<file path="src/fgyrus_pkg.sv">
/* Shared definitions for the FFT sequencer
   Sample type, controller phase enum, post-normalization codes and shift lookup */
`default_nettype none

package fgyrus_pkg;

  localparam int DATA_W = 32;                 // One real or imaginary part

  typedef logic signed [DATA_W-1:0] sample_t;

  // Controller phase, also visible at the top level as the present state
  typedef enum logic [1:0] {
    IDLE_S     = 2'd0,
    DECIMATE_S = 2'd1,
    FFT_S      = 2'd2,
    OUTPUT_S   = 2'd3
  } fsm_state_e;

  // Post-normalization codes, named after the divisor
  typedef enum logic [3:0] {
    NORM_NONE  = 4'd0,
    NORM_16    = 4'd1,
    NORM_128   = 4'd2,
    NORM_256   = 4'd3,
    NORM_4096  = 4'd4,
    NORM_65536 = 4'd5
  } post_norm_e;

  // Right shift for a normalization code, unknown codes pass data unshifted
  function automatic logic [4:0] norm_shift(post_norm_e code);
    case (code)
      NORM_NONE:  return 5'd0;
      NORM_16:    return 5'd4;
      NORM_128:   return 5'd7;
      NORM_256:   return 5'd8;
      NORM_4096:  return 5'd12;
      NORM_65536: return 5'd16;
      default:    return 5'd0;
    endcase
  endfunction

endpackage

`default_nettype wire

</file>
<file path="src/cache_port_if.sv">
/* Read and write access of one client to the FFT cache */
`timescale 1ns/10ps
`default_nettype none

interface cache_port_if #(
  parameter int NO_SAMPLES = 128
);

  import fgyrus_pkg::*;

  localparam int AW = $clog2(NO_SAMPLES);

  logic [AW-1:0] rd_addr;   // Data shows up one cycle later
  sample_t       rd_real;
  sample_t       rd_im;

  logic          wr_en;
  logic [AW-1:0] wr_addr;
  sample_t       wr_real;
  sample_t       wr_im;

  // Client side drives addresses and write data
  modport client (
    output rd_addr, wr_en, wr_addr, wr_real, wr_im,
    input  rd_real, rd_im
  );

  // Cache side answers with registered read data
  modport cache (
    input  rd_addr, wr_en, wr_addr, wr_real, wr_im,
    output rd_real, rd_im
  );

endinterface

`default_nettype wire

</file>
<file path="src/result_writer.sv">
/* Cache readout in address order, post-normalization and result RAM writes */
`timescale 1ns/10ps
`default_nettype none

module result_writer #(
  parameter int NO_SAMPLES = 128
) (
  input  wire                           clk_ir,
  input  wire                           rst_il,
  input  wire fgyrus_pkg::fsm_state_e   phase,
  input  wire logic [3:0]               post_norm,
  output logic                          out_done,
  cache_port_if.client                  cache,
  output logic                          res_wr_en,
  output logic [$clog2(NO_SAMPLES)-1:0] res_wr_addr,
  output fgyrus_pkg::sample_t           res_wr_data
);

  import fgyrus_pkg::*;

  localparam int AW = $clog2(NO_SAMPLES);

  logic [AW:0]   rd_cnt;     // MSB set once every entry is read
  logic          rd_issue;
  logic          rd_vld;     // Cache data valid this cycle
  logic [AW-1:0] rd_addr_q;
  logic [4:0]    shift;

  assign rd_issue = (phase == OUTPUT_S) && !rd_cnt[AW];
  assign shift    = norm_shift(post_norm_e'(post_norm));

  always_ff @(posedge clk_ir or negedge rst_il)
  begin
    if (!rst_il)
    begin
      rd_cnt    <= '0;
      rd_vld    <= 1'b0;
      res_wr_en <= 1'b0;
    end
    else
    begin
      rd_cnt    <= (phase == OUTPUT_S) ? rd_cnt + rd_issue : '0;
      rd_vld    <= rd_issue;
      res_wr_en <= rd_vld;
    end
  end

  // Logical shift of the real part, unsigned as in the result RAM
  always_ff @(posedge clk_ir)
  begin
    rd_addr_q   <= cache.rd_addr;
    res_wr_addr <= rd_addr_q;
    res_wr_data <= sample_t'($unsigned(cache.rd_real) >> shift);
  end

  assign out_done = res_wr_en && (&res_wr_addr);   // Same cycle as the last write

  assign cache.rd_addr = rd_cnt[AW-1:0];
  assign cache.wr_en   = 1'b0;                     // Output side is read only
  assign cache.wr_addr = '0;
  assign cache.wr_real = '0;
  assign cache.wr_im   = '0;

endmodule

`default_nettype wire

</file>
<file path="src/flat_wrapper.sv">
// flat-port wrapper written by rule: the top's interface ports become plain ports
module result_writer_flat import fgyrus_pkg::*;
#(
  parameter int NO_SAMPLES = 128
)
  (clk_ir, rst_il, phase, post_norm, out_done, res_wr_en, res_wr_addr, res_wr_data, cache_rd_addr, cache_wr_en, cache_wr_addr, cache_wr_real, cache_wr_im, cache_rd_real, cache_rd_im);
  cache_port_if #(.NO_SAMPLES(NO_SAMPLES)) cache_i ();
  input  wire clk_ir;
  input  wire rst_il;
  input  wire fgyrus_pkg::fsm_state_e phase;
  input  wire logic [3:0] post_norm;
  output logic out_done;
  output logic res_wr_en;
  output logic [$clog2(NO_SAMPLES)-1:0] res_wr_addr;
  output fgyrus_pkg::sample_t res_wr_data;
  output wire logic [$bits(cache_i.rd_addr)-1:0] cache_rd_addr;
  output wire logic [$bits(cache_i.wr_en)-1:0] cache_wr_en;
  output wire logic [$bits(cache_i.wr_addr)-1:0] cache_wr_addr;
  output wire logic [$bits(cache_i.wr_real)-1:0] cache_wr_real;
  output wire logic [$bits(cache_i.wr_im)-1:0] cache_wr_im;
  input wire logic [$bits(cache_i.rd_real)-1:0] cache_rd_real;
  input wire logic [$bits(cache_i.rd_im)-1:0] cache_rd_im;
  assign cache_rd_addr = cache_i.rd_addr;
  assign cache_wr_en = cache_i.wr_en;
  assign cache_wr_addr = cache_i.wr_addr;
  assign cache_wr_real = cache_i.wr_real;
  assign cache_wr_im = cache_i.wr_im;
  assign cache_i.rd_real = cache_rd_real;
  assign cache_i.rd_im = cache_rd_im;
  result_writer #(.NO_SAMPLES(NO_SAMPLES)) u_core (.clk_ir(clk_ir), .rst_il(rst_il), .phase(phase), .post_norm(post_norm), .out_done(out_done), .cache(cache_i), .res_wr_en(res_wr_en), .res_wr_addr(res_wr_addr), .res_wr_data(res_wr_data));
endmodule
</file>
<file path="config.mk">
export PLATFORM = sky130hd
export DESIGN_NAME = result_writer_flat
export DESIGN_NICKNAME = d
export VERILOG_FILES = /design/src/fgyrus_pkg.sv /design/src/cache_port_if.sv /design/src/result_writer.sv /design/src/flat_wrapper.sv
export SDC_FILE = /design/constraint.sdc
export NUM_CORES = 1
export LEC_CHECK = 0
export BUFFER_PORTS_ARGS = -buffer_cell sky130_fd_sc_hd__buf_2
export CAP_MARGIN = 20
export CORE_MARGIN = 8
export CORE_UTILIZATION = 44
export DETAILED_ROUTE_END_ITERATION = 6
export MAX_ROUTING_LAYER = met4
export PLACE_DENSITY = 0.93
export SLEW_MARGIN = 20
export SYNTH_ARGS = -nofsm -noshare
export SYNTH_HDL_FRONTEND = slang
export SYNTH_SLANG_ARGS = --single-unit
export TNS_END_PERCENT = 1
</file>
<file path="constraint.sdc">
create_clock -name clk_ir -period 1.7 [get_ports clk_ir]
set_input_delay 0.34 -clock clk_ir [delete_from_list [all_inputs] [get_ports clk_ir]]
set_output_delay 0.34 -clock clk_ir [all_outputs]
set_load 0.05 [all_outputs]
</file>
==> reports/qor.csv <==
metric,value,unit
outcome,finished clean,
vias,2918,
synth_flop_cell,dfxtp_1,
ys_warn_count,0,
setup_ws,0.00426,ns
cts.sinks,56,
timing.fmax,590,MHz
peakVddDrop,0.341,mV
m1WireLength,4170,um
dp_slack,-0.363,ns
design_area,0.00390,sq mm
ios,192,
post-place-cells,562,
crit_buf_inv,1,
grt_overflow,0,
route.met2.wl,4630,um
final_cell_mix,"buf_2, conb_1, buf_4",
dr.max_layer_used,met4,
async_flop_share,0.179,
period_minus_slack,1.70,ns
endpoint_kind,flip-flop,
seq_area,0.00117,sq mm
num_rows,31,
core-area,0.00725,sq mm
synth_edf_count,0,
fp.dieArea,0.0105,sq mm
die_width,102,um
layout.nets,549,
cts_max_level,2,
drtPass1Iterations,5,
avgSynthCellArea,9.09,sq um
cpPeakStageDelay,0.60,ns
crit_chain,buf_2 -> or4b_1 -> o21ai_4 -> mux2i_1 -> a211oi_1 -> a221o_1,
cts_inserted_buffers,5,
fin_crit_sh,0.997,
grt_max_degree,20,
slowest_stage,or4b_1,
ant_nets,0,
placed_area,0.00374,sq mm
grt_antenna_before_repair,0,
synth-seq-cells,56,
worstSkewPairLatency,0.32,ns
final-instance-count-excl-fill,575,
power_density,922,mW/mm^2
wl_met3,804,um
multi_input_area,0.00168,sq mm
startpoint_type,input pin,
dpl.hpwl,8080,um
nFillCells,659,
track_usage,0.184,
crit_type,in -> reg,
slew_violations,0,
arrival,1.90,ns
detail_route.iter0.violations,172,
die_y,102,um
antenna_cells,0,
clockRootBuffer,clkbuf_8,
syn_inst,361,
routed_wl,9830,um
syn_area,0.00328,sq mm
holdCritPathClass,in -> reg,
ys_types,62,
portBuffers,87,
final_core_util,0.538,
cts_tree,yes,
crit_fanout,7,
remaining_drc_errors,0,
rsz0062_at_grt,true,
drt-wirelength-per-cell,17.1,um
first_global_vias,2902,
area_delta_synth_final,19.0,%
gp_congestion,0.972,
p_leak,1.90,nW
via_per_inst,5.07,
drive_gt1_frac,0.340,
clk_pin_slew,0.11,ns
cp_top_family,simple AND/OR/NAND/NOR gates,
maxCapViolations,0,
clock_path_buffers,2,
fin_worst_skew,0.0117,ns
finalSetupViolCount,0,
start_util,0.452,
hold_viol_final,0,
critPathRequiredTime,1.90,ns
grt_first_pass_wirelength,14500,um
final_common_cell,buf_2,
ys_seq_area_frac,0.357,
[report_power, final]
part,internal (mW),switching [mW]
combinational,0.340,1.05
sequential,1.41,0.0252
clock,0.305,0.462
[per-layer routing]
layer,vias up,track usage
met4,0,0.0824
li1,1355,-
met3,19,0.0184
met1,1358,0.230
met5,-,-
met2,186,0.295
[worst reg2reg max path, stage by stage (launching register included)]
cell     delay (ns)
dfrtp_1        0.40
nor2_1         0.14
ha_1           0.18
nand3_1        0.12
nor2_1         0.20
nand3_1        0.12
xor2_1         0.17
nor2_1         0.06
[state kept, by name, indices dropped and copies added (netlist names)]
name                cells
u_core.res_wr_en        1
u_core.rd_cnt           8
u_core.res_wr_addr      7
u_core.rd_addr_q        7
u_core.res_wr_data     32
u_core.rd_vld           1
[final cells by class]
| cell class | count | area share |
|---|---|---|
| repair buffers | 136 | 0.210 |
| inverters | 5 | 0.00481 |
| well taps | 99 | 0.0317 |
| multi-input cells | 271 | 0.429 |
| flip-flops and latches | 56 | 0.300 |
| clock buffers | 5 | 0.0176 |
| clock inverters | 3 | 0.00673 |
[worst paths after layout]
path,from,end,slack [ns],depth (start not counted)
setup / recovery,post_norm[2],u_core.res_wr_data[7]$_DFF_P_,0.004,6
hold / removal,cache_rd_real[4],u_core.res_wr_data[4]$_DFF_P_,0.26,3
setup reg to reg,u_core.rd_cnt[7]$_DFF_PN0_,u_core.rd_cnt[7]$_DFF_PN0_,0.20,7
hold reg to reg,u_core.rd_addr_q[5]$_DFF_P_,u_core.res_wr_addr[5]$_DFF_P_,0.33,0
max in group asynchronous,rst_il,u_core.rd_cnt[3]$_DFF_PN0_,1.09,2
min in group asynchronous,rst_il,u_core.rd_cnt[6]$_DFF_PN0_,0.40,2
[stage by stage]
stage                     hold slack, ns  total power [mW]  TNS [ns]
after global placement             0.201              2.82     -5.61
after CTS                          0.254              3.58         0
final                              0.262              3.60         0
after global routing               0.267              3.75   -0.0813
after floorplan                   0.0444              2.61    -0.292
after detailed placement           0.216              2.83     -6.08
[synthesized netlist by cell type, types with 3 or more instances]
library cell / number / area share
a211oi_1: 7 / 0.016
a21oi_1: 21 / 0.032
a221o_1: 11 / 0.034
a22oi_1: 4 / 0.0092
a2bb2oi_1: 3 / 0.0080
and2_1: 3 / 0.0057
and3_1: 5 / 0.0095
buf_2: 12 / 0.018
buf_4: 81 / 0.19
clkbuf_1: 5 / 0.0057
dfrtp_1: 10 / 0.076
dfxtp_1: 46 / 0.28
inv_1: 4 / 0.0046
mux2_1: 3 / 0.010
mux2i_1: 6 / 0.018
nand2_1: 17 / 0.019
nand3_1: 4 / 0.0061
nand4_1: 3 / 0.0057
nor2_1: 26 / 0.030
nor2b_1: 5 / 0.0095
nor3_1: 8 / 0.012
o21ai_0: 7 / 0.011
o21ai_1: 4 / 0.0061
o22ai_1: 5 / 0.0095
o32a_1: 5 / 0.015
o32ai_1: 5 / 0.013
xnor2_1: 3 / 0.0080
xor2_1: 3 / 0.0080
[cells by family after synthesis]
| group | after synthesis | synth area share |
|---|---|---|
| flip-flops | 56 | 0.357 |
| XOR/XNOR | 8 | 0.0328 |
| AO/OA/AOI/OAI | 90 | 0.201 |
| other | 1 | 0.00114 |
| buffers and inverters | 105 | 0.222 |
| AND/OR/NAND/NOR | 88 | 0.143 |
| multiplexers | 11 | 0.0355 |
| adder cells (fa/ha/maj) | 2 | 0.00763 |
[timing repair]
item,CTS,global route
gates cloned,0,0
resized for setup,0,6
endpoints found under the hold margin,10,0
pin swaps,1,2
hold buffers,1,0
setup endpoints to repair,1,8
buffers inserted,0,4
Note: power is estimated with default switching activity, not from simulation.
