==> src/fgyrus_pkg.sv <==
/* Shared definitions for the FFT sequencer
   Sample type, controller phase enum, post-normalization codes and shift lookup */
`default_nettype none

package fgyrus_pkg;

  localparam int DATA_W = 32;                 // One real or imaginary part

  typedef logic signed [DATA_W-1:0] sample_t;

  // Controller phase, also visible at the top level as the present state
  typedef enum logic [1:0] {
    IDLE_S     = 2'd0,
    DECIMATE_S = 2'd1,
    FFT_S      = 2'd2,
    OUTPUT_S   = 2'd3
  } fsm_state_e;

  // Post-normalization codes, named after the divisor
  typedef enum logic [3:0] {
    NORM_NONE  = 4'd0,
    NORM_16    = 4'd1,
    NORM_128   = 4'd2,
    NORM_256   = 4'd3,
    NORM_4096  = 4'd4,
    NORM_65536 = 4'd5
  } post_norm_e;

  // Right shift for a normalization code, unknown codes pass data unshifted
  function automatic logic [4:0] norm_shift(post_norm_e code);
    case (code)
      NORM_NONE:  return 5'd0;
      NORM_16:    return 5'd4;
      NORM_128:   return 5'd7;
      NORM_256:   return 5'd8;
      NORM_4096:  return 5'd12;
      NORM_65536: return 5'd16;
      default:    return 5'd0;
    endcase
  endfunction

endpackage

`default_nettype wire

==> src/cache_port_if.sv <==
/* Read and write access of one client to the FFT cache */
`timescale 1ns/10ps
`default_nettype none

interface cache_port_if #(
  parameter int NO_SAMPLES = 128
);

  import fgyrus_pkg::*;

  localparam int AW = $clog2(NO_SAMPLES);

  logic [AW-1:0] rd_addr;   // Data shows up one cycle later
  sample_t       rd_real;
  sample_t       rd_im;

  logic          wr_en;
  logic [AW-1:0] wr_addr;
  sample_t       wr_real;
  sample_t       wr_im;

  // Client side drives addresses and write data
  modport client (
    output rd_addr, wr_en, wr_addr, wr_real, wr_im,
    input  rd_real, rd_im
  );

  // Cache side answers with registered read data
  modport cache (
    input  rd_addr, wr_en, wr_addr, wr_real, wr_im,
    output rd_real, rd_im
  );

endinterface

`default_nettype wire

==> src/pcm_loader.sv <==
/* Bit-reversed PCM RAM read and sequential fill of the FFT cache */
`timescale 1ns/10ps
`default_nettype none

module pcm_loader #(
  parameter int NO_SAMPLES = 128,
  parameter int RAM_RD_LAT = 2
) (
  input  wire                           clk_ir,
  input  wire                           rst_il,
  input  wire fgyrus_pkg::fsm_state_e   phase,
  output logic [$clog2(NO_SAMPLES)-1:0] pcm_rd_addr,
  input  wire fgyrus_pkg::sample_t      pcm_rd_data,
  output logic                          load_done,
  cache_port_if.client                  cache
);

  import fgyrus_pkg::*;

  localparam int AW = $clog2(NO_SAMPLES);

  logic [AW:0]           rd_cnt;   // MSB set once all reads are issued
  logic                  rd_issue;
  logic [RAM_RD_LAT-1:0] vld_sr;   // Tracks reads still in flight in the RAM
  logic [AW-1:0]         wr_cnt;

  assign rd_issue = (phase == DECIMATE_S) && !rd_cnt[AW];

  // PCM address is the sample counter with its bits mirrored
  always_comb
  begin
    for (int b = 0; b < AW; b++)
      pcm_rd_addr[b] = rd_cnt[AW-1-b];
  end

  always_ff @(posedge clk_ir or negedge rst_il)
  begin
    if (!rst_il)
    begin
      rd_cnt    <= '0;
      vld_sr    <= '0;
      wr_cnt    <= '0;
      load_done <= 1'b0;
    end
    else if (phase != DECIMATE_S)
    begin
      rd_cnt    <= '0;
      vld_sr    <= '0;
      wr_cnt    <= '0;
      load_done <= 1'b0;
    end
    else
    begin
      rd_cnt    <= rd_cnt + rd_issue;
      vld_sr[0] <= rd_issue;
      for (int i = 1; i < RAM_RD_LAT; i++)
        vld_sr[i] <= vld_sr[i-1];
      if (cache.wr_en)
        wr_cnt <= wr_cnt + 1'b1;
      load_done <= cache.wr_en && (&wr_cnt);       // Cycle after the last write
    end
  end

  assign cache.rd_addr = '0;                       // Loader never reads the cache
  assign cache.wr_en   = vld_sr[RAM_RD_LAT-1];
  assign cache.wr_addr = wr_cnt;
  assign cache.wr_real = pcm_rd_data;
  assign cache.wr_im   = '0;                       // PCM input is purely real

endmodule

`default_nettype wire

==> src/flat_wrapper.sv <==
// flat-port wrapper written by rule: the top's interface ports become plain ports
module pcm_loader_flat import fgyrus_pkg::*;
#(
  parameter int NO_SAMPLES = 128,
  parameter int RAM_RD_LAT = 2
)
  (clk_ir, rst_il, phase, pcm_rd_addr, pcm_rd_data, load_done, cache_rd_addr, cache_wr_en, cache_wr_addr, cache_wr_real, cache_wr_im, cache_rd_real, cache_rd_im);
  cache_port_if #(.NO_SAMPLES(NO_SAMPLES)) cache_i ();
  input  wire clk_ir;
  input  wire rst_il;
  input  wire fgyrus_pkg::fsm_state_e phase;
  output logic [$clog2(NO_SAMPLES)-1:0] pcm_rd_addr;
  input  wire fgyrus_pkg::sample_t pcm_rd_data;
  output logic load_done;
  output wire logic [$bits(cache_i.rd_addr)-1:0] cache_rd_addr;
  output wire logic [$bits(cache_i.wr_en)-1:0] cache_wr_en;
  output wire logic [$bits(cache_i.wr_addr)-1:0] cache_wr_addr;
  output wire logic [$bits(cache_i.wr_real)-1:0] cache_wr_real;
  output wire logic [$bits(cache_i.wr_im)-1:0] cache_wr_im;
  input wire logic [$bits(cache_i.rd_real)-1:0] cache_rd_real;
  input wire logic [$bits(cache_i.rd_im)-1:0] cache_rd_im;
  assign cache_rd_addr = cache_i.rd_addr;
  assign cache_wr_en = cache_i.wr_en;
  assign cache_wr_addr = cache_i.wr_addr;
  assign cache_wr_real = cache_i.wr_real;
  assign cache_wr_im = cache_i.wr_im;
  assign cache_i.rd_real = cache_rd_real;
  assign cache_i.rd_im = cache_rd_im;
  pcm_loader #(.NO_SAMPLES(NO_SAMPLES), .RAM_RD_LAT(RAM_RD_LAT)) u_core (.clk_ir(clk_ir), .rst_il(rst_il), .phase(phase), .pcm_rd_addr(pcm_rd_addr), .pcm_rd_data(pcm_rd_data), .load_done(load_done), .cache(cache_i));
endmodule
==> config.mk <==
export PLATFORM = sky130hd
export DESIGN_NAME = pcm_loader_flat
export DESIGN_NICKNAME = d
export VERILOG_FILES = /design/src/fgyrus_pkg.sv /design/src/cache_port_if.sv /design/src/pcm_loader.sv /design/src/flat_wrapper.sv
export SDC_FILE = /design/constraint.sdc
export NUM_CORES = 1
export LEC_CHECK = 0
export BUFFER_PORTS_ARGS = -buffer_cell sky130_fd_sc_hd__buf_4
export CORE_AREA = 2 2 73 75
export CTS_CLUSTER_DIAMETER = 40
export CTS_CLUSTER_SIZE = 12
export DETAILED_ROUTE_END_ITERATION = 16
export DIE_AREA = 0 0 75 77
export PLACE_DENSITY = 0.74
export SETUP_SLACK_MARGIN = 0.5
export SLEW_MARGIN = 40
export SYNTH_ARGS = -nofsm -noshare
export SYNTH_HDL_FRONTEND = slang
export SYNTH_SLANG_ARGS = --single-unit
==> constraint.sdc <==
create_clock -name clk_ir -period 1.9 [get_ports clk_ir]
set_input_delay 0.475 -clock clk_ir [delete_from_list [all_inputs] [get_ports clk_ir]]
set_output_delay 0.475 -clock clk_ir [all_outputs]
set_load 0.1 [all_outputs]
==> summary.md <==
| Metric | Value |
|---|---|
| Peak VDD IR | 0.256 mV |
| Post-synthesis sequential area ratio | 32.2% |
| Row cnt | 26 |
| Mux contribution to synthesized area | 0.716% |
| Reg power frac | 37.1% |
| CORE AREA | 0.00498 sq mm |
| Clk Tree Root Cell | clkbuf_8 |
| Drt pass-1 iters | 4 |
| Synth Area in Simple Gates | 13.7% |
| CP cell instances | buf_8 |
| Detailed-route via count | 772 |
| Critical Path Start Type | register |
| Synth top area share | 42.4% |
| Post-synthesis compound-gate area fraction | 3.40% |
| Sw Share | 47.0% |
| # nets final | 251 |
| Die H | 77 um |
| Synthesis Warnings | 0 |
| Synth area leader | buf_4 |
| Max-cap viol count | 0 |
| Status | completed |
| Yosys reg bits | 18 |
| Endpoints failing setup | 0 |
| DRC | 0 |
| Die Area | 0.00578 sq mm |
| Area occupied by multi-input gates | 558 sq um |
| Peak fanout along the critical path | 6 |
| Antenna violations before repair | 0 |
| CP Data Required Time | 1420 ps |
| Remaining Overflow, GRT | 0 |
| RSZ-0062 raised after global routing | true |
| GRT Util Overall | 7.99% |
| CP Data Arrival Time | 960 ps |
| I/O Pins | 187 |
| CP delay by family, top | flip-flops |
| CP bufs+invs | 1 |
| Setup CP Type | reg2out |
| CP Capture Type | output pin |
| Clk pwr share | 25.8% |
| Max Buffers Root-to-Sink | 2 |
| Fill cells | 540 |
| Setup slack, reg-to-reg | 500 ps |
| Starting Density | 28.1% |
| CP max stage delay | 480 ps |
| Sw power | 0.000494 W |
| Gp weighted congestion | 0.688 |
| Hold_ws | 85.9 ps |
| Synthesized-area fraction occupied by adder cells | 2.68% |
| DRT Wirelength | 2330 um |
| Vias in the first global route | 673 |
| CTS tree | built |
| Tcrit/Tclk final | 75.7% |
| Setup TNS | 0 ps |
| Pleak | 0.689 nW |
| Pwr/cell area | 675 mW/mm^2 |
| Worst Hold Class | in2async |
| Post-Syn Area | 0.00140 sq mm |
| Avg Inst Size Synth | 9.08 sq um |
| ANT nets after route | 0 |
| Post-DP HPWL | 1640 um |
| Largest family of logic cells by synthesized area | buffers and inverters |
| Clock skew | 5.39 ps |
| Min Tclk post-route | 1440 ps |
| Pin count of the biggest net entering global routing | 19 |
| Antenna cells | 0 |
| Xor and xnor area share after synthesis | 4.38% |
| Die Wd | 75 um |
| Post-synth cell types | 23 |
| Vias/cell | 3.56 |
| Area grow syn2layout | 11.2% |
| P_int | 0.000556 W |
| Clock sink total | 18 |
| Endpoints failing hold | 0 |
| Main area contributors after synthesis | buf_4 42%, dfrtp_1 32%, xor2_1 3.1% |
| Sequential Area | 473 sq um |
| Worst path slowest cell | dfrtp_1 |
| Htree depth | 1 |
| DR iter-0 viols | 34 |
| Num CTS Buffers | 3 |
| Worst-Skew Late Latency | 250 ps |
| Global-route wire length before repair | 3510 um |
| Logic pwr share | 37.2% |
| Reg clk slew, reported paths | 70 ps |
| PortBufs | 19 |
| Avg WL per Cell | 10.7 um |
| Layout cell share with drive strength beyond 1 | 38.1% |
| Final Max Slew Viols | 0 |
| Syn Inst Count | 154 |
| CTS Hold Buffers Added | 0 |
| Achievable Freq | 695 MHz |
==> through the flow <==
stage	total power [W]	std cells	setup WS, ps	instance area [sq um]	utilization [%]
floorplan	0.00114	192	184	1610	-
global placement	0.000776	202	193	1240	24.9
detailed placement	0.000778	202	158	1240	24.9
CTS	0.00106	210	449	1440	28.8
global route	0.00109	217	408	1560	31.2
finish	0.00105	217	461	1560	31.2
==> final timing paths <==
| kind | end | startpoint | cells after the start |
|---|---|---|---|
| worst min register to register | u_core.vld_sr[1] | u_core.vld_sr[0] | 1 |
| max in group asynchronous | u_core.vld_sr[1] | rst_il | 1 |
| worst max register to register | u_core.rd_cnt[6] | u_core.rd_cnt[7] | 6 |
| worst min-delay path | u_core.cache.wr_addr[2] | rst_il | 1 |
| worst max-delay path | pcm_rd_addr[3] | u_core.rd_cnt[3] | 1 |
| min in group clk_ir | u_core.vld_sr[1] | u_core.vld_sr[0] | 1 |
==> flip-flops by register name, indices dropped and copies added (netlist names) <==
| register | cells |
|---|---|
| u_core.cache.wr_addr | 7 |
| u_core.load_done | 1 |
| u_core.vld_sr | 2 |
| u_core.rd_cnt | 8 |
==> cell families after synthesis <==
kind of cell / after synthesis
flip-flops: 18
other: 1
AO/OA/AOI/OAI: 9
XOR/XNOR: 7
AND/OR/NAND/NOR: 35
adder cells (fa/ha/maj): 3
multiplexers: 1
buffers and inverters: 80
==> per-layer routing <==
layer / vias to the layer above / global-route usage, % / share of wire, %
met3: 6 / 5.91 / 15
li1: 363 / - / -
met2: 49 / 10.9 / 47
met4: 0 / 2.32 / 0.64
met5: - / 0 / 0
met1: 354 / 9.81 / 38
==> cell type report <==
cell class	count	share of cell area [%]
clock buffers	4	2.90
multi-input cells	94	35.9
flip-flops and latches	18	30.4
well taps	70	5.63
repair buffers	31	25.2
==> synth_stat cells (all sizes together) <==
library cell  count
buf              79
ha                3
nand2             5
clkbuf            1
nor3              1
dfrtp            18
nand2b            1
and2              3
o21bai            1
nand4             3
nor2             11
mux2i             1
a21oi             4
xnor2             2
conb              1
nand3             5
o21ai             4
nor2b             1
nor4              1
or3               4
xor2              5
==> placed cells by master, fill, tap and decap left out, drive strengths merged <==
cell type / n
conb: 39
buf: 31
dfrtp: 18
nor2: 11
nand2: 5
xor2: 5
nand3: 5
o21ai: 4
or3: 4
a21oi: 4
clkbuf: 4
and2: 3
nand4: 3
ha: 3
xnor2: 2
nand2b: 1
nor2b: 1
nor3: 1
mux2i: 1
nor4: 1
o21bai: 1
==> power by group through the flow <==
stage | Combinational (W) | Clock (W) | Sequential [W]
3_5_place_dp | 0.000381 | 0 | 0.000397
2_1_floorplan | 0.000739 | 0 | 0.000402
4_1_cts | 0.000385 | 0.000285 | 0.000388
3_3_place_gp | 0.000379 | 0 | 0.000397
6_report | 0.000390 | 0.000270 | 0.000389
5_1_grt | 0.000401 | 0.000299 | 0.000389
==> repair_timing <==
action	CTS	global route
resized for setup	32	17
pin swaps	4	6
endpoints found under the setup margin	18	18
setup buffers	4	7
No activity file was read; power rests on OpenSTA's default activity.
