--- src/fgyrus_pkg.sv ---
/* Shared definitions for the FFT sequencer
   Sample type, controller phase enum, post-normalization codes and shift lookup */
`default_nettype none

package fgyrus_pkg;

  localparam int DATA_W = 32;                 // One real or imaginary part

  typedef logic signed [DATA_W-1:0] sample_t;

  // Controller phase, also visible at the top level as the present state
  typedef enum logic [1:0] {
    IDLE_S     = 2'd0,
    DECIMATE_S = 2'd1,
    FFT_S      = 2'd2,
    OUTPUT_S   = 2'd3
  } fsm_state_e;

  // Post-normalization codes, named after the divisor
  typedef enum logic [3:0] {
    NORM_NONE  = 4'd0,
    NORM_16    = 4'd1,
    NORM_128   = 4'd2,
    NORM_256   = 4'd3,
    NORM_4096  = 4'd4,
    NORM_65536 = 4'd5
  } post_norm_e;

  // Right shift for a normalization code, unknown codes pass data unshifted
  function automatic logic [4:0] norm_shift(post_norm_e code);
    case (code)
      NORM_NONE:  return 5'd0;
      NORM_16:    return 5'd4;
      NORM_128:   return 5'd7;
      NORM_256:   return 5'd8;
      NORM_4096:  return 5'd12;
      NORM_65536: return 5'd16;
      default:    return 5'd0;
    endcase
  endfunction

endpackage

`default_nettype wire

--- src/fgyrus_ctrl.sv ---
/* Phase sequencing FSM with the busy and done status outputs */
`timescale 1ns/10ps
`default_nettype none

module fgyrus_ctrl (
  input  wire                    clk_ir,
  input  wire                    rst_il,
  input  wire logic              fgyrus_en,
  input  wire logic              pcm_rdy,
  input  wire logic              load_done,    // From the PCM loader
  input  wire logic              stages_done,  // From the butterfly sequencer
  input  wire logic              out_done,     // From the result writer
  output fgyrus_pkg::fsm_state_e phase,
  output logic                   busy,
  output logic                   fft_done,
  output logic                   pcm_done
);

  import fgyrus_pkg::*;

  fsm_state_e next_phase;

  // Each phase ends on the strobe of the worker that owns it
  always_comb
  begin
    next_phase = phase;
    case (phase)
      IDLE_S:
        if (pcm_rdy && fgyrus_en)
          next_phase = DECIMATE_S;
      DECIMATE_S:
        if (load_done)
          next_phase = FFT_S;
      FFT_S:
        if (stages_done)
          next_phase = OUTPUT_S;
      OUTPUT_S:
        if (out_done)
          next_phase = IDLE_S;
      default:
        next_phase = IDLE_S;
    endcase
  end

  always_ff @(posedge clk_ir or negedge rst_il)
  begin
    if (!rst_il)
    begin
      phase    <= IDLE_S;
      busy     <= 1'b0;
      fft_done <= 1'b0;
      pcm_done <= 1'b0;
    end
    else
    begin
      phase    <= next_phase;
      busy     <= (next_phase != IDLE_S);          // Drops on the edge back to idle
      fft_done <= (phase == FFT_S) && stages_done;
      pcm_done <= (phase == OUTPUT_S) && out_done;
    end
  end

endmodule

`default_nettype wire

--- config.mk ---
export PLATFORM = sky130hd
export DESIGN_NAME = fgyrus_ctrl
export DESIGN_NICKNAME = d
export VERILOG_FILES = /design/src/fgyrus_pkg.sv /design/src/fgyrus_ctrl.sv
export SDC_FILE = /design/constraint.sdc
export NUM_CORES = 1
export LEC_CHECK = 0
export BUFFER_PORTS_ARGS = -buffer_cell sky130_fd_sc_hd__buf_4
export CAP_MARGIN = 15
export CORE_AREA = 2 2 39 41
export CTS_CLUSTER_SIZE = 8
export DETAILED_ROUTE_END_ITERATION = 16
export DIE_AREA = 0 0 41 43
export GPL_TIMING_DRIVEN = 1
export PLACE_DENSITY_LB_ADDON = 0.05
export SLEW_MARGIN = 20
export SYNTH_ARGS = -nofsm -noshare
export SYNTH_HDL_FRONTEND = slang
export SYNTH_SLANG_ARGS = --single-unit
export TNS_END_PERCENT = 1
--- constraint.sdc ---
create_clock -name clk_ir -period 2.8 [get_ports clk_ir]
set_clock_uncertainty 0.05 [all_clocks]
set_input_delay 0.84 -clock clk_ir [delete_from_list [all_inputs] [get_ports clk_ir]]
set_output_delay 0.84 -clock clk_ir [all_outputs]
set_load 0.01 [all_outputs]
==> metrics.txt, run 1 <==
clock tree sinks 5; worst-skew pair later-pin latency 0.24 ns; period utilization 0.620; via count 167; fin nets 37; Final Critical Period 1.74 ns; htree depth 1; Synth cell types 10; post-synth top area share 0.658; synthesized net count 21; Post-CTS Setup Inserts 0; register area 125 um^2; Seq/Total Area, Yosys 0.658; Starting Density 0.137; initial antenna violation count 0; status finished, final reports clean; largest cells by area after synthesis dfrtp_1 (66%), a32o_1 (5.3%), and3b_2 (5.3%); Setup crit end kind output pin; Fin Setup TNS 0 ns; CP Capture Point phase[0]; CP required 1.91 ns; # port buffers 11; reg2reg start phase[0]$_DFF_PN0_; die width 41 um; post-route ant nets 0; CTS tree built; Least-Margin Pin Slew 0.204 ns; GRT Resource Usage Total 0.0716; min-delay worst type input port to async pin; CTS max path bufs 2; Num CTS Buffers 3; cell at the slowest stage of the critical path dfrtp_1; drt wl/cell 9.60 um; Hold Buf Count CTS 0; top cell family by delay on the critical path flip-flops; Worst R2R Setup Slack 1.69 ns; largest net degree at the start of global routing 8; YS warnings 0; filler cell count 157; RSZ-0062 raised after global routing no; Yosys reg bits 5; Crit Reg-Reg Endpoint phase[0]$_DFF_PN0_; row count 14; Static Leakage 0.157 nW; grt ovf 0; MaxCap Viol Count 0; pwr/cell area 1040 mW/mm^2; most frequent cells in the layout buf_4 (11), dfrtp_1 (5), clkbuf_4 (3); via density per instance 3.71; first-pass GRT wire length 731 um; largest stage delay on the critical path 0.44 ns; Critical Path Fanout Max 7; share of cells above drive strength 1 0.621; leading area contributor after synthesis dfrtp_1; synthesized area 190 um^2; Max IR drop VDD 222 uV; critical path, cell by cell buf_4; r2r worst-path depth 2; Worst Path Arrival 0.85 ns; DRC viols 0; Final Hold Vio Count 0; Multi-input gate area 65.1 um^2; number of global-route vias before repair 194; CP Launch Point phase[0]$_DFF_PN0_; die height 43 um; CTS root buffer clkbuf_4; slew margin rel. 0.864; n_diodes 0; total core area 0.00138 mm^2; Area Overhead vs Synth 67.8%; Synth Instances 14; Final Setup Violations 0; worst path bufs/invs 1; die area 0.00176 mm^2; Slew Viols, Final 0; GP Congestion 0.653; Crit Path Class register to output pin; Ports 12; Fmax 576 MHz; DR iter-0 viols 1; most common cell after layout, fill and taps aside buf_4; post-layout util 0.231; drt pass-1 iters 2; Mean Syn Cell Area 13.6 um^2; Resize count post-CTS 0; clock-pin slew on the worst setup and hold paths 0.04 ns; CP startpoint kind register; Routed WL 432 um; critical path depth 1
stage by stage:
| stage | hold WS (ns) | total power, mW | area, um^2 | cells | worst slack (ns) |
|---|---|---|---|---|---|
| 3_3_place_gp | 0.556 | 0.251 | 293 | 41 | 1.24 |
| 3_5_place_dp | 0.557 | 0.253 | 293 | 41 | 1.22 |
| 4_1_cts | 0.337 | 0.338 | 319 | 45 | 1.06 |
| 6_report | 0.345 | 0.331 | 319 | 45 | 1.06 |
| 2_1_floorplan | 0.494 | 0.185 | 190 | 14 | 1.36 |
| 5_1_grt | 0.334 | 0.362 | 319 | 45 | 1.01 |
worst register-to-register path, stage by stage (launching register included):
cell     delay [ns]
dfrtp_1        0.44
or2_1          0.25
a32o_1         0.26
layout make-up:
class / count / area share
multi-input cells: 9 / 0.204
clock buffers: 4 / 0.0824
repair buffers: 11 / 0.259
flip-flops and latches: 5 / 0.392
well taps: 16 / 0.0627
logic make-up (layout without fill, tap and decap cells):
logic type	after synthesis	in the layout	share of synthesized area
buffers and inverters	0	15	0
AOI/OAI and AO/OA	4	4	0.178
DFF	5	5	0.658
and+or+nand+nor	5	5	0.164
metal layers:
layer	share of wire	track usage	wire length, um
met1	0.41	0.0752	178
met4	0.028	0.100	12
met5	0	0	0
met2	0.43	0.0813	187
met3	0.13	0.0366	54
power breakdown:
| part | total, mW | internal [mW] | switching, mW |
|---|---|---|---|
| logic | 0.121 | 0.0730 | 0.0479 |
| clock network | 0.0807 | 0.0537 | 0.0270 |
| registers | 0.130 | 0.102 | 0.0276 |
registers in the layout, indices dropped and copies added, names as in the netlist:
name and flops:
phase 2, busy 1, fft_done 1, pcm_done 1
Yosys cell counts:
master   count
a32o_1       1
or2_1        1
a21o_2       1
nand2_1      1
dfrtp_1      5
and3_2       1
a21oi_1      1
nor2_1       1
and3b_2      1
o21ba_2      1
worst min path at each step:
stage,depth (start not counted),slack [ns],endpoint
finish,1,0.34,busy$_DFF_PN0_
global placement,1,0.56,busy$_DFF_PN0_
detailed placement,1,0.56,busy$_DFF_PN0_
floorplan,0,0.49,busy$_DFF_PN0_
CTS,1,0.34,busy$_DFF_PN0_
global route,1,0.33,phase[0]$_DFF_PN0_
Power figures use the tool's default switching activity.
==> run 2: changes to the inputs <==
Settings changed: ABC_AREA from default to 1.
Clock period 2.8 ns to 1.4 ns, I/O delays scaled along.
==> metrics.txt, run 2 <==
Starting Density 0.159 (was 0.137); Synth cell types 10 (unchanged); grt peak-use layer met4 (unchanged); clock tree sinks 5 (unchanged); drt wl/cell 7.98 um (was 9.60 um); Critical Path Fanout Max 7 (unchanged); DRC viols 0 (unchanged); Setup crit end kind output pin (unchanged); worst-skew pair later-pin latency 0.24 ns (about the same); die height 43 um (unchanged); CP required 0.93 ns (was 1.91 ns); grt ovf 0 (unchanged); RSZ-0062 raised after global routing no (unchanged); CP startpoint kind register (unchanged); Static Leakage 0.210 nW (was 0.157 nW); max reg flops 2 (unchanged); most common cell after layout, fill and taps aside buf_4 (unchanged); Commonest cells post-synth dfrtp_1 (5), inv_1 (5), nand2_1 (3), nand3_2 (3), nand3_1 (2); via count 193 (was 167); r2r worst-path depth 3 (was 2); status finished, final reports clean (unchanged); DPL Wire Length 380 um; critical path, cell by cell buf_4 (unchanged); row count 14 (unchanged); leading area contributor after synthesis dfrtp_1 (unchanged); CTS max path bufs 2 (unchanged); GP Congestion 0.690 (was 0.653); Num CTS Buffers 3 (unchanged); Ports 12 (unchanged); area of placed instances 323 um^2 (was 293 um^2); Worst R2R Setup Slack 0.37 ns (was 1.69 ns); cell at the slowest stage of the critical path dfrtp_1 (unchanged); Routed WL 439 um (was 432 um); synthesized area 220 um^2 (was 190 um^2); GRT Resource Usage Total 0.0614 (was 0.0716); initial antenna violation count 0 (unchanged); Area Overhead vs Synth 63.1% (was 67.8%); post-synth top area share 0.568 (was 0.658); min-delay worst type input port to register (was input port to async pin); period utilization 0.950; n_diodes 0 (unchanged); reg2reg start phase[1]$_DFF_PN0_ (was phase[0]$_DFF_PN0_); fin nets 47 (was 37); Hold Buf Count CTS 1 (was 0); post-route ant nets 0 (unchanged); Max IR drop VDD 454 uV (was 222 uV); largest cells by area after synthesis dfrtp_1 (57%), nand3_2 (14%), inv_1 (8.5%) (was dfrtp_1 (66%), a32o_1 (5.3%), and3b_2 (5.3%)); Resize count post-CTS 0 (unchanged); Yosys reg bits 5 (unchanged); routing usage on met3 0 (was 0.0366); M2 GR Usage 0.0844 (was 0.0813); # port buffers 11 (unchanged); ys flop type dfrtp_1 (unchanged); drt pass-1 iters 1 (was 2); CTS root buffer clkbuf_4 (unchanged); Fin Setup TNS 0 ns (unchanged); worst path bufs/invs 1 (unchanged); filler cell count 159 (was 157); hold path endpoint fft_done$_DFF_PN0_; Synth Instances 23 (was 14); Fmax 752 MHz; fin cells 55 (was 45); design area 359 um^2 (was 319 um^2); asr flop ratio synth 1.00 (unchanged); HP Start stages_done; number of global-route vias before repair 198 (was 194); Post-CTS Setup Inserts 0 (unchanged); DR iter-0 viols 0 (was 1); Crit Path Class register to output pin (unchanged); Final Hold Vio Count 0 (unchanged); die width 41 um (unchanged); largest stage delay on the critical path 0.45 ns (was 0.44 ns); Worst Path Arrival 0.86 ns (was 0.85 ns); Placed Cells 50 (was 41); htree depth 1 (unchanged); Seq/Total Area, Yosys 0.568 (was 0.658); pwr/cell area 1900 mW/mm^2 (was 1040 mW/mm^2); YS warnings 0 (unchanged); most frequent cells in the layout buf_4 (11), inv_1 (5), dfrtp_1 (5) (was buf_4 (11), dfrtp_1 (5), clkbuf_4 (3)); first-pass GRT wire length 655 um (was 731 um); number of flops mapped to enable cells by yosys 0 (unchanged); Least-Margin Pin Slew 0.224 ns (was 0.204 ns); worst hold path cell count 3; slew margin rel. 0.850 (was 0.864); Final Critical Period 1.33 ns; MaxCap Viol Count 0 (unchanged); total core area 0.00138 mm^2 (unchanged); synthesized net count 30 (was 21); top cell family by delay on the critical path flip-flops (unchanged); share of cells above drive strength 1 0.462 (was 0.621); clock-pin slew on the worst setup and hold paths 0.04 ns (about the same); Slew Viols, Final 0 (unchanged); die area 0.00176 mm^2 (unchanged); Final Setup Violations 0 (unchanged); Min Hold Slack 0.372 ns (was 0.345 ns); largest net degree at the start of global routing 8 (unchanged); CTS tree built (unchanged); Crit Reg-Reg Endpoint busy$_DFF_PN0_ (was phase[0]$_DFF_PN0_); Most flops, register phase (unchanged); grt met1 use 0.0615 (was 0.0752); via density per instance 3.51 (was 3.71); Mean Syn Cell Area 9.57 um^2 (was 13.6 um^2)
## run 2: worst max-delay path by stage
stage,start,end,slack (ns),cells past startpoint
detailed placement,phase[1]$_DFF_PN0_,phase[1],0.32,1
floorplan,phase[1]$_DFF_PN0_,busy$_DFF_PN0_,0.39,3
finish,phase[1]$_DFF_PN0_,phase[1],0.07,1
global placement,phase[1]$_DFF_PN0_,phase[1],0.32,1
global route,phase[1]$_DFF_PN0_,phase[1],0.03,1
CTS,phase[1]$_DFF_PN0_,phase[1],0.06,1
## run 2: where the power goes
part,total (mW),internal (mW),switching [mW]
Clock,0.163,0.107,0.0554
Combinational,0.269,0.132,0.137
Sequential,0.252,0.201,0.0514
## run 2: cell families (layout without fill, tap and decap cells)
kind of cell           after synthesis  count (layout)  synth area share
buffers and inverters                6              22             0.102
DFF                                  5               5             0.568
and+or+nand+nor                     12              12             0.330
## run 2: cell type report
class | count | area (um^2) | share of cell area
Clock buffer | 4 | 26.3 | 0.0732
Inverter | 6 | 22.5 | 0.0627
Timing Repair Buffer | 12 | 92.6 | 0.258
Multi-Input combinational cell | 12 | 72.6 | 0.202
Sequential cell | 5 | 125 | 0.348
Tap cell | 16 | 20.0 | 0.0557
## run 2: layer usage
metal  vias up  routed length [um]
met2         9                 222
met5         -                   0
li1        103                   -
met1        81                 180
met3         0                  37
met4         0                   0
## run 2: stage by stage
step | utilization | total power, mW | worst slack, ns
floorplan | - | 0.398 | 0.390
global placement | 0.233 | 0.533 | 0.316
detailed placement | 0.233 | 0.530 | 0.319
CTS | 0.259 | 0.702 | 0.0574
global route | 0.259 | 0.749 | 0.0299
finish | 0.259 | 0.684 | 0.0705
